--- config.mk ---
export PLATFORM = sky130hd
export DESIGN_NAME = dispatchStage
export DESIGN_NICKNAME = d
export VERILOG_FILES = /design/src/common/dispatchPkg.sv /design/src/dispatch/dispatchStage.sv /design/src/dispatch/renameDispatchLatch.sv /design/src/dispatch/backEndPacker.sv /design/src/dispatch/spaceCheck.sv /design/src/dispatch/branchMaskUpdate.sv
export SDC_FILE = /design/constraint.sdc
export NUM_CORES = 1
export LEC_CHECK = 0
export BUFFER_PORTS_ARGS = -buffer_cell sky130_fd_sc_hd__buf_2
export CAP_MARGIN = 30
export CORE_AREA = 3 3 363 365
export CTS_CLUSTER_SIZE = 8
export DETAILED_ROUTE_END_ITERATION = 10
export DIE_AREA = 0 0 366 368
export PLACE_DENSITY = 0.41
export SLEW_MARGIN = 30
export SYNTH_ARGS = -nofsm -noshare
export SYNTH_HDL_FRONTEND = slang
export SYNTH_HIERARCHICAL = 1
export SYNTH_SLANG_ARGS = --single-unit
--- constraint.sdc ---
create_clock -name clk -period 31.5 [get_ports clk]
set_input_delay 3.15 -clock clk [delete_from_list [all_inputs] [get_ports clk]]
set_output_delay 3.15 -clock clk [all_outputs]
set_load 0.02 [all_outputs]
--- src/common/dispatchPkg.sv ---
// dispatch package
// widths, back-end capacities and packet types shared by the
// four-wide dispatch stage

package dispatchPkg;

  // ********************
  // machine shape
  // ********************
  localparam int dispatchWidth = 4;
  localparam int checkpoints = 8;
  localparam int checkpointsLog = 3;

  localparam int physRegLog = 7;
  localparam int logRegLog = 5;
  localparam int pcWidth = 32;
  localparam int opcodeWidth = 8;

  // ********************
  // back-end capacities
  // ********************
  // load and store queues are the same size
  localparam int sizeLsq = 16;
  localparam int sizeIssueQ = 32;
  localparam int sizeActiveList = 64;

  // occupancy counts run 0..size inclusive
  localparam int lsqCntWidth = 5;
  localparam int issueQCntWidth = 6;
  localparam int activeListCntWidth = 7;

  // one bit per unresolved branch checkpoint
  typedef logic [checkpoints-1:0] branchMaskT;

  // renamed instruction as it leaves rename
  typedef struct packed {
    logic [pcWidth-1:0] pc;
    logic [opcodeWidth-1:0] opcode;
    logic isLoad;
    logic isStore;
    logic [logRegLog-1:0] logDest;
    logic [physRegLog-1:0] physDest;
    logic [physRegLog-1:0] prevPhysDest;
    logic [physRegLog-1:0] physSrc1;
    logic [physRegLog-1:0] physSrc2;
    logic [checkpointsLog-1:0] checkpointId;
    branchMaskT branchMask;
  } renamedInstT;

  // scheduler view of an instruction
  typedef struct packed {
    logic [opcodeWidth-1:0] opcode;
    logic [physRegLog-1:0] physSrc1;
    logic [physRegLog-1:0] physSrc2;
    logic [physRegLog-1:0] physDest;
    logic [pcWidth-1:0] pc;
    logic isLoad;
    logic isStore;
    logic [checkpointsLog-1:0] checkpointId;
    branchMaskT branchMask;
  } issueQPacketT;

  // retirement bookkeeping
  typedef struct packed {
    logic isLoad;
    logic isStore;
    logic [pcWidth-1:0] pc;
    logic [logRegLog-1:0] logDest;
    logic [physRegLog-1:0] physDest;
    logic [physRegLog-1:0] prevPhysDest;
  } activeListPacketT;

  // memory ordering entry, flags in the low bits
  typedef struct packed {
    branchMaskT branchMask;
    logic isStore;
    logic isLoad;
  } lsqPacketT;

endpackage
--- src/dispatch/dispatchStage.sv ---
// dispatch stage top
// holds one renamed four-wide bundle, checks back-end room and
// sends issue queue, active list and load-store queue packets

`timescale 1ns/100ps

module dispatchStage (
  input  logic clk,
  input  logic rstN_i,

  // rename side
  input  logic renameValid_i,
  input  dispatchPkg::renamedInstT renameBundle_i [dispatchPkg::dispatchWidth],
  output logic renameReady_o,

  // branch unit
  input  logic flagRecover_i,
  input  logic ctrlVerified_i,
  input  logic [dispatchPkg::checkpointsLog-1:0] ctrlVerifiedId_i,

  // back-end occupancy
  input  logic [dispatchPkg::lsqCntWidth-1:0] loadQueueCnt_i,
  input  logic [dispatchPkg::lsqCntWidth-1:0] storeQueueCnt_i,
  input  logic [dispatchPkg::issueQCntWidth-1:0] issueQueueCnt_i,
  input  logic [dispatchPkg::activeListCntWidth-1:0] activeListCnt_i,

  // back-end packets
  output logic dispatchValid_o,
  output logic stallBackEnd_o,
  output dispatchPkg::issueQPacketT issueQPacket_o [dispatchPkg::dispatchWidth],
  output dispatchPkg::activeListPacketT activeListPacket_o [dispatchPkg::dispatchWidth],
  output dispatchPkg::lsqPacketT lsqPacket_o [dispatchPkg::dispatchWidth]
);

  import dispatchPkg::*;

  logic heldValid;
  renamedInstT heldBundle [dispatchWidth];
  branchMaskT heldMask [dispatchWidth];
  branchMaskT updatedMask [dispatchWidth];
  logic spaceOk;
  logic dispatchFire;

  // held bundle leaves when there is room and no recovery
  assign dispatchFire = heldValid & spaceOk & ~flagRecover_i;
  assign dispatchValid_o = dispatchFire;
  assign stallBackEnd_o = heldValid & ~spaceOk;

  for (genvar lane = 0; lane < dispatchWidth; lane++) begin : genMask
    assign heldMask[lane] = heldBundle[lane].branchMask;
  end

  renameDispatchLatch latch (
    .clk           (clk),
    .rstN_i        (rstN_i),
    .bundleValid_i (renameValid_i),
    .bundle_i      (renameBundle_i),
    .updatedMask_i (updatedMask),
    .dispatchFire_i(dispatchFire),
    .flush_i       (flagRecover_i),
    .bundleReady_o (renameReady_o),
    .heldValid_o   (heldValid),
    .heldBundle_o  (heldBundle)
  );

  branchMaskUpdate maskUpdate (
    .maskIn_i        (heldMask),
    .ctrlVerified_i  (ctrlVerified_i),
    .ctrlVerifiedId_i(ctrlVerifiedId_i),
    .maskOut_o       (updatedMask)
  );

  spaceCheck space (
    .bundle_i       (heldBundle),
    .loadQueueCnt_i (loadQueueCnt_i),
    .storeQueueCnt_i(storeQueueCnt_i),
    .issueQueueCnt_i(issueQueueCnt_i),
    .activeListCnt_i(activeListCnt_i),
    .spaceOk_o      (spaceOk)
  );

  backEndPacker packer (
    .bundle_i          (heldBundle),
    .mask_i            (updatedMask),
    .issueQPacket_o    (issueQPacket_o),
    .activeListPacket_o(activeListPacket_o),
    .lsqPacket_o       (lsqPacket_o)
  );

endmodule

--- src/dispatch/renameDispatchLatch.sv ---
// rename to dispatch latch
// holds one waiting bundle and its valid flag, runs the rename-side
// valid/ready handshake and keeps the waiting branch masks current

`timescale 1ns/100ps

module renameDispatchLatch (
  input  logic clk,
  input  logic rstN_i,

  input  logic bundleValid_i,
  input  dispatchPkg::renamedInstT bundle_i [dispatchPkg::dispatchWidth],
  input  dispatchPkg::branchMaskT updatedMask_i [dispatchPkg::dispatchWidth],
  input  logic dispatchFire_i,
  input  logic flush_i,

  output logic bundleReady_o,
  output logic heldValid_o,
  output dispatchPkg::renamedInstT heldBundle_o [dispatchPkg::dispatchWidth]
);

  import dispatchPkg::*;

  logic heldValid;
  renamedInstT heldBundle [dispatchWidth];
  logic bundleReady;
  logic bundleLoad;

  // ********************
  // handshake
  // ********************
  // room when empty or when the held bundle leaves this cycle
  assign bundleReady = (~heldValid | dispatchFire_i) & ~flush_i;
  assign bundleLoad = bundleValid_i & bundleReady;

  assign bundleReady_o = bundleReady;
  assign heldValid_o = heldValid;
  assign heldBundle_o = heldBundle;

  // ********************
  // valid flag
  // ********************
  always_ff @(posedge clk) begin
    if (!rstN_i) begin
      heldValid <= 1'b0;
    end else if (flush_i) begin
      // recovery drops whatever is waiting
      heldValid <= 1'b0;
    end else if (bundleLoad) begin
      heldValid <= 1'b1;
    end else if (dispatchFire_i) begin
      heldValid <= 1'b0;
    end
  end

  // ********************
  // bundle payload
  // ********************
  always_ff @(posedge clk) begin
    if (bundleLoad) begin
      // new bundle taken exactly as rename sent it
      heldBundle <= bundle_i;
    end else if (heldValid) begin
      // waiting bundle picks up resolved checkpoints
      for (int lane = 0; lane < dispatchWidth; lane++) begin
        heldBundle[lane].branchMask <= updatedMask_i[lane];
      end
    end
  end

endmodule

--- src/dispatch/backEndPacker.sv ---
// back-end packer
// splits each lane of the held bundle into issue queue, active list
// and load-store queue packets with the current branch mask

`timescale 1ns/100ps

module backEndPacker (
  input  dispatchPkg::renamedInstT bundle_i [dispatchPkg::dispatchWidth],
  input  dispatchPkg::branchMaskT mask_i [dispatchPkg::dispatchWidth],
  output dispatchPkg::issueQPacketT issueQPacket_o [dispatchPkg::dispatchWidth],
  output dispatchPkg::activeListPacketT activeListPacket_o [dispatchPkg::dispatchWidth],
  output dispatchPkg::lsqPacketT lsqPacket_o [dispatchPkg::dispatchWidth]
);

  import dispatchPkg::*;

  // ********************
  // issue queue
  // ********************
  always_comb begin
    for (int lane = 0; lane < dispatchWidth; lane++) begin
      issueQPacket_o[lane].opcode = bundle_i[lane].opcode;
      issueQPacket_o[lane].physSrc1 = bundle_i[lane].physSrc1;
      issueQPacket_o[lane].physSrc2 = bundle_i[lane].physSrc2;
      issueQPacket_o[lane].physDest = bundle_i[lane].physDest;
      issueQPacket_o[lane].pc = bundle_i[lane].pc;
      issueQPacket_o[lane].isLoad = bundle_i[lane].isLoad;
      issueQPacket_o[lane].isStore = bundle_i[lane].isStore;
      issueQPacket_o[lane].checkpointId = bundle_i[lane].checkpointId;
      // updated mask, not the one stored in the latch
      issueQPacket_o[lane].branchMask = mask_i[lane];
    end
  end

  // ********************
  // active list
  // ********************
  always_comb begin
    for (int lane = 0; lane < dispatchWidth; lane++) begin
      activeListPacket_o[lane].isLoad = bundle_i[lane].isLoad;
      activeListPacket_o[lane].isStore = bundle_i[lane].isStore;
      activeListPacket_o[lane].pc = bundle_i[lane].pc;
      activeListPacket_o[lane].logDest = bundle_i[lane].logDest;
      activeListPacket_o[lane].physDest = bundle_i[lane].physDest;
      // freed at retirement
      activeListPacket_o[lane].prevPhysDest = bundle_i[lane].prevPhysDest;
    end
  end

  // ********************
  // load-store queue
  // ********************
  always_comb begin
    for (int lane = 0; lane < dispatchWidth; lane++) begin
      lsqPacket_o[lane].branchMask = mask_i[lane];
      lsqPacket_o[lane].isStore = bundle_i[lane].isStore;
      lsqPacket_o[lane].isLoad = bundle_i[lane].isLoad;
    end
  end

endmodule

--- src/dispatch/spaceCheck.sv ---
// back-end space check
// counts loads and stores in the held bundle and tests the load queue,
// store queue, issue queue and active list for room

`timescale 1ns/100ps

module spaceCheck (
  input  dispatchPkg::renamedInstT bundle_i [dispatchPkg::dispatchWidth],
  input  logic [dispatchPkg::lsqCntWidth-1:0] loadQueueCnt_i,
  input  logic [dispatchPkg::lsqCntWidth-1:0] storeQueueCnt_i,
  input  logic [dispatchPkg::issueQCntWidth-1:0] issueQueueCnt_i,
  input  logic [dispatchPkg::activeListCntWidth-1:0] activeListCnt_i,
  output logic spaceOk_o
);

  import dispatchPkg::*;

  logic [lsqCntWidth-1:0] loadCnt;
  logic [lsqCntWidth-1:0] storeCnt;

  // one extra bit so the sums cannot wrap
  logic [lsqCntWidth:0] loadSum;
  logic [lsqCntWidth:0] storeSum;
  logic [issueQCntWidth:0] issueSum;
  logic [activeListCntWidth:0] activeSum;

  // ********************
  // load/store count
  // ********************
  always_comb begin
    loadCnt = '0;
    storeCnt = '0;
    for (int lane = 0; lane < dispatchWidth; lane++) begin
      loadCnt = loadCnt + lsqCntWidth'(bundle_i[lane].isLoad);
      storeCnt = storeCnt + lsqCntWidth'(bundle_i[lane].isStore);
    end
  end

  // ********************
  // capacity rules
  // ********************
  assign loadSum = {1'b0, loadQueueCnt_i} + {1'b0, loadCnt};
  assign storeSum = {1'b0, storeQueueCnt_i} + {1'b0, storeCnt};
  // every lane takes an issue queue and active list slot
  assign issueSum = {1'b0, issueQueueCnt_i} + (issueQCntWidth + 1)'(dispatchWidth);
  assign activeSum = {1'b0, activeListCnt_i} + (activeListCntWidth + 1)'(dispatchWidth);

  assign spaceOk_o = (loadSum <= sizeLsq) &&
                     (storeSum <= sizeLsq) &&
                     (issueSum <= sizeIssueQ) &&
                     (activeSum <= sizeActiveList);

endmodule

--- src/dispatch/branchMaskUpdate.sv ---
// branch mask update
// clears the checkpoint bit of a correctly resolved branch in
// every lane's branch mask

`timescale 1ns/100ps

module branchMaskUpdate (
  input  dispatchPkg::branchMaskT maskIn_i [dispatchPkg::dispatchWidth],
  input  logic ctrlVerified_i,
  input  logic [dispatchPkg::checkpointsLog-1:0] ctrlVerifiedId_i,
  output dispatchPkg::branchMaskT maskOut_o [dispatchPkg::dispatchWidth]
);

  import dispatchPkg::*;

  branchMaskT clearMask;

  // one-hot of the verified checkpoint, zero when nothing verifies
  always_comb begin
    clearMask = '0;
    if (ctrlVerified_i) begin
      clearMask[ctrlVerifiedId_i] = 1'b1;
    end
  end

  // other bits pass through untouched
  always_comb begin
    for (int lane = 0; lane < dispatchWidth; lane++) begin
      maskOut_o[lane] = maskIn_i[lane] & ~clearMask;
    end
  end

endmodule

==> impl_results.rst <==
.. list-table::
   :header-rows: 1

   * - Metric
     - Value
   * - Status
     - complete, no violations
   * - Nature of the critical path startpoint
     - input port
   * - Total power of the final layout
     - 1.20 mW
   * - Syn nets
     - 1413
   * - Post-synthesis mux area share
     - 3.03%
   * - Number of standard cells in the layout, taps in and fillers out
     - 3238
   * - Count of vias placed by the detailed router
     - 8955
   * - Synthesized area
     - 15800 um2
   * - Post-detailed-route count of antenna-violating nets
     - 0
   * - Final-layout setup total negative slack
     - 0 ns
   * - Kind of capture point of the worst setup path
     - primary output
   * - Commonest register cell after synthesis
     - edfxtp_1
   * - Area Overhead vs Synth
     - 26.6%
   * - CTS Buf Count
     - 51
   * - Most common library cells after synthesis
     - buf_4, edfxtp_1, mux2_4, and2_1, inv_1
   * - Die Y-Extent
     - 368 um
   * - Setup slack of the worst register-to-register path
     - 24.65 ns
   * - Worst Path Max Fanout
     - 3
   * - Per-cell via count in the routed design
     - 2.77
   * - Fmax
     - 107 MHz
   * - Share of synthesized registers carrying an async set or reset
     - 0%
   * - Synth Area in Compound Gates
     - 0.808%
   * - Syn Area/Cell
     - 15.4 um2
   * - Maximum clock skew at final layout
     - 0.0260 ns
   * - Largest area contributor in the netlist
     - edfxtp_1
   * - Register bit total from synthesis
     - 345
   * - Global-route usage over all layers
     - 9.60%
   * - Number of DRC violations after detailed routing
     - 0
   * - Actual transition at the worst max-transition pin
     - 0.900 ns
   * - Crit path arrival time
     - 6.17 ns
   * - Number of stages on the worst hold path
     - 2
   * - Unrepaired setup endpoints after global routing
     - no
   * - Simple-gate portion of the synthesized area
     - 2.85%
   * - Num ports
     - 926
   * - Aggregate global routing overflow
     - 0
   * - Number of setup violations in the final report
     - 0
   * - Count of buffers inserted at the top-level ports
     - 925
   * - Min setup slack post-route
     - 22.18 ns
   * - Worst-case hold path end point
     - latch/heldValid_o
   * - TritonCTS Sinks
     - 345
   * - Layer with the highest usage
     - met2
   * - Dominant combinational cell family by area after synthesis
     - buffers and inverters
   * - Clock slew at reported path FFs
     - 0.06 ns
   * - XOR/XNOR Fraction of Synth Area
     - 0.111%
   * - Power per cell area
     - 59.9 nW/um2
   * - Post-DP HPWL
     - 57.6 mm
   * - Most instantiated library cell after synthesis
     - buf_4
   * - Capturing point of the worst reg2reg path
     - latch/heldBundle_o[206]
   * - Portion of the post-synthesis area used by sequential elements
     - 65.5%
   * - Wire length of the first global-routing pass
     - 85.5 mm
   * - FP Rows
     - 132
   * - Relative slew slack
     - 40.0%
   * - H-Tree Level Count
     - 2
   * - Root buf cell
     - clkbuf_16
   * - Met3 global-route usage
     - 5.09%
   * - Die boundary width
     - 366 um
   * - Type of the worst setup path
     - input port to primary output
   * - Vias in the first global route
     - 9018
   * - FF-to-FF path depth
     - 17
   * - Total instance count after detailed placement
     - 3147
   * - Post-synth EDFFs
     - 344
   * - Period Utilization, post-route
     - 29.6%
   * - Worst hold start
     - latch/heldValid_o
   * - Top cell type's share of synthesized area
     - 65.4%
   * - Slew Limit Fails
     - 0
   * - Quantity of hold-fixing buffers added after cts
     - 0
   * - Leakage power
     - 8.27 nW
   * - Number of setup buffers added after CTS
     - 0
   * - Crit path required time
     - 28.35 ns
   * - Max VDD drop
     - 0.0000338 V
   * - Wire length per cell
     - 21.1 um
   * - Largest cells by area after synthesis
     - edfxtp_1, buf_4, mux2_4
   * - Max-cap viol count
     - 0
   * - Hold Crit Class
     - flip-flop to flip-flop
   * - Number of gates resized after cts
     - 0
   * - Gpl congestion
     - 0.846
   * - Synthesized instance count
     - 1027
   * - Maximum number of pins on one net before global-route repair
     - 130
   * - Total number of yosys warnings
     - 6
   * - Starting DRT DRC Count
     - 457
   * - Area of the die
     - 135000 um2
   * - CTS tree
     - yes
   * - Clock latency at the later pin of the worst-skew pair
     - 0.63 ns
   * - Initial antenna violation count
     - 65
   * - Area of the core region
     - 129000 um2
   * - Layout cells sized above 1
     - 70.9%
   * - Final period demand of the worst path
     - 9.32 ns
   * - Largest buffer count on any clock path
     - 3
   * - Final wirelength
     - 68.2 mm
   * - Met1 track utilization from global routing
     - 10.9%
   * - Final net count
     - 1844
   * - Synth Area in Adders
     - 1.11%
   * - Final count of hold timing violations
     - 0
   * - Unique masters post-synth
     - 38
   * - Critical register-to-register path startpoint
     - latch/heldBundle_o[44]
   * - Initial standard-cell utilization of the core
     - 12.2%
   * - Number of detailed-route iterations in the first pass
     - 4
   * - Minimum setup slack after placement
     - 21.84 ns
   * - GR Layer Usage met2
     - 15.7%
==> sequential cells by signal, summed over array words and instances (netlist names) <==
register / count
latch/heldBundle_o: 344
latch/heldValid_o: 1
==> power by group <==
group | switching, mW | leakage (nW) | total (mW) | internal, mW
clock network | 0.212 | 0.703 | 0.517 | 0.305
registers | 0.0110 | 3.23 | 0.544 | 0.533
logic | 0.0877 | 4.34 | 0.137 | 0.0494
==> routing by layer <==
metal,share of wire [%],wire length (um)
met1,38,25800
met2,46,31700
met3,13,8780
met4,2.7,1840
met5,0.17,115
==> layout by cell type (no fill, tap or decap), types with 2 or more instances in the layout <==
cell type and n:
nor2b_1 5, inv_16 2, ha_1 6, clkbuf_16 51, a21o_1 3, xnor2_1 2, clkbuf_1 4, nand2b_1 2
fa_1 5, edfxtp_1 344, nand4_1 3, nand4b_1 3, and2_1 16, buf_4 4, nor2_1 3, o2111ai_1 3
mux2_4 29, nor2b_2 12, and4bb_4 3, bufinv_16 2, clkinv_1 4, nand2_1 2, mux2_2 3, inv_1 13
diode_2 26, buf_2 925
==> kinds of logic (layout without fill, tap and decap cells) <==
| family | Yosys count | after routing |
|---|---|---|
| adders and majority gates | 11 | 11 |
| buffers and inverters | 565 | 1008 |
| and+or+nand+nor | 56 | 56 |
| muxes | 33 | 33 |
| other | 0 | 26 |
| AOI/OAI and AO/OA | 15 | 15 |
| xor gates and xnor gates | 2 | 2 |
| DFF | 345 | 345 |
==> worst max path at each step <==
| stage | end | startpoint | cells after the start | slack, ns |
|---|---|---|---|---|
| 6_report | renameReady_o | loadQueueCnt_i[0] | 13 | 22.18 |
| 5_1_grt | renameReady_o | loadQueueCnt_i[0] | 13 | 21.94 |
| 4_1_cts | renameReady_o | loadQueueCnt_i[0] | 13 | 21.99 |
| 3_5_place_dp | latch/heldBundle_o[200] | loadQueueCnt_i[0] | 15 | 21.84 |
| 3_3_place_gp | latch/heldBundle_o[200] | loadQueueCnt_i[0] | 15 | 21.67 |
| 2_1_floorplan | latch/heldBundle_o[100] | loadQueueCnt_i[0] | 13 | 19.05 |
==> worst max-delay path: stages <==
cell and delay [ns]:
buf_2 0.13, fa_1 0.55, fa_1 0.21, inv_1 0.06, fa_1 0.47, nand2b_1 0.09, o41ai_1 0.27, a32oi_1 0.23
a211oi_2 0.32, and3b_2 0.27, nor2b_4 0.05, nor2_1 0.15, buf_2 0.20
==> area by class of cell <==
class | instances | area [um2]
timing repair buffer | 929 | 4660
fill | 14368 | 109000
antenna | 26 | 65.1
clock buffer | 55 | 1290
tap | 1742 | 2180
multi-input combinational | 117 | 1250
clock inverter | 10 | 150
sequential | 345 | 10300
inverter | 14 | 65.1
==> per-stage QoR <==
| step | hold slack (ns) | cell area, um2 | utilization [%] |
|---|---|---|---|
| floorplan | 0.635 | 15800 | - |
| global placement | 0.682 | 18500 | 14.3 |
| detailed placement | 0.688 | 18500 | 14.3 |
| CTS | 0.704 | 19900 | 15.4 |
| global route | 0.737 | 20000 | 15.4 |
| finish | 0.705 | 20000 | 15.5 |
No activity file was read; power rests on OpenSTA's default activity.
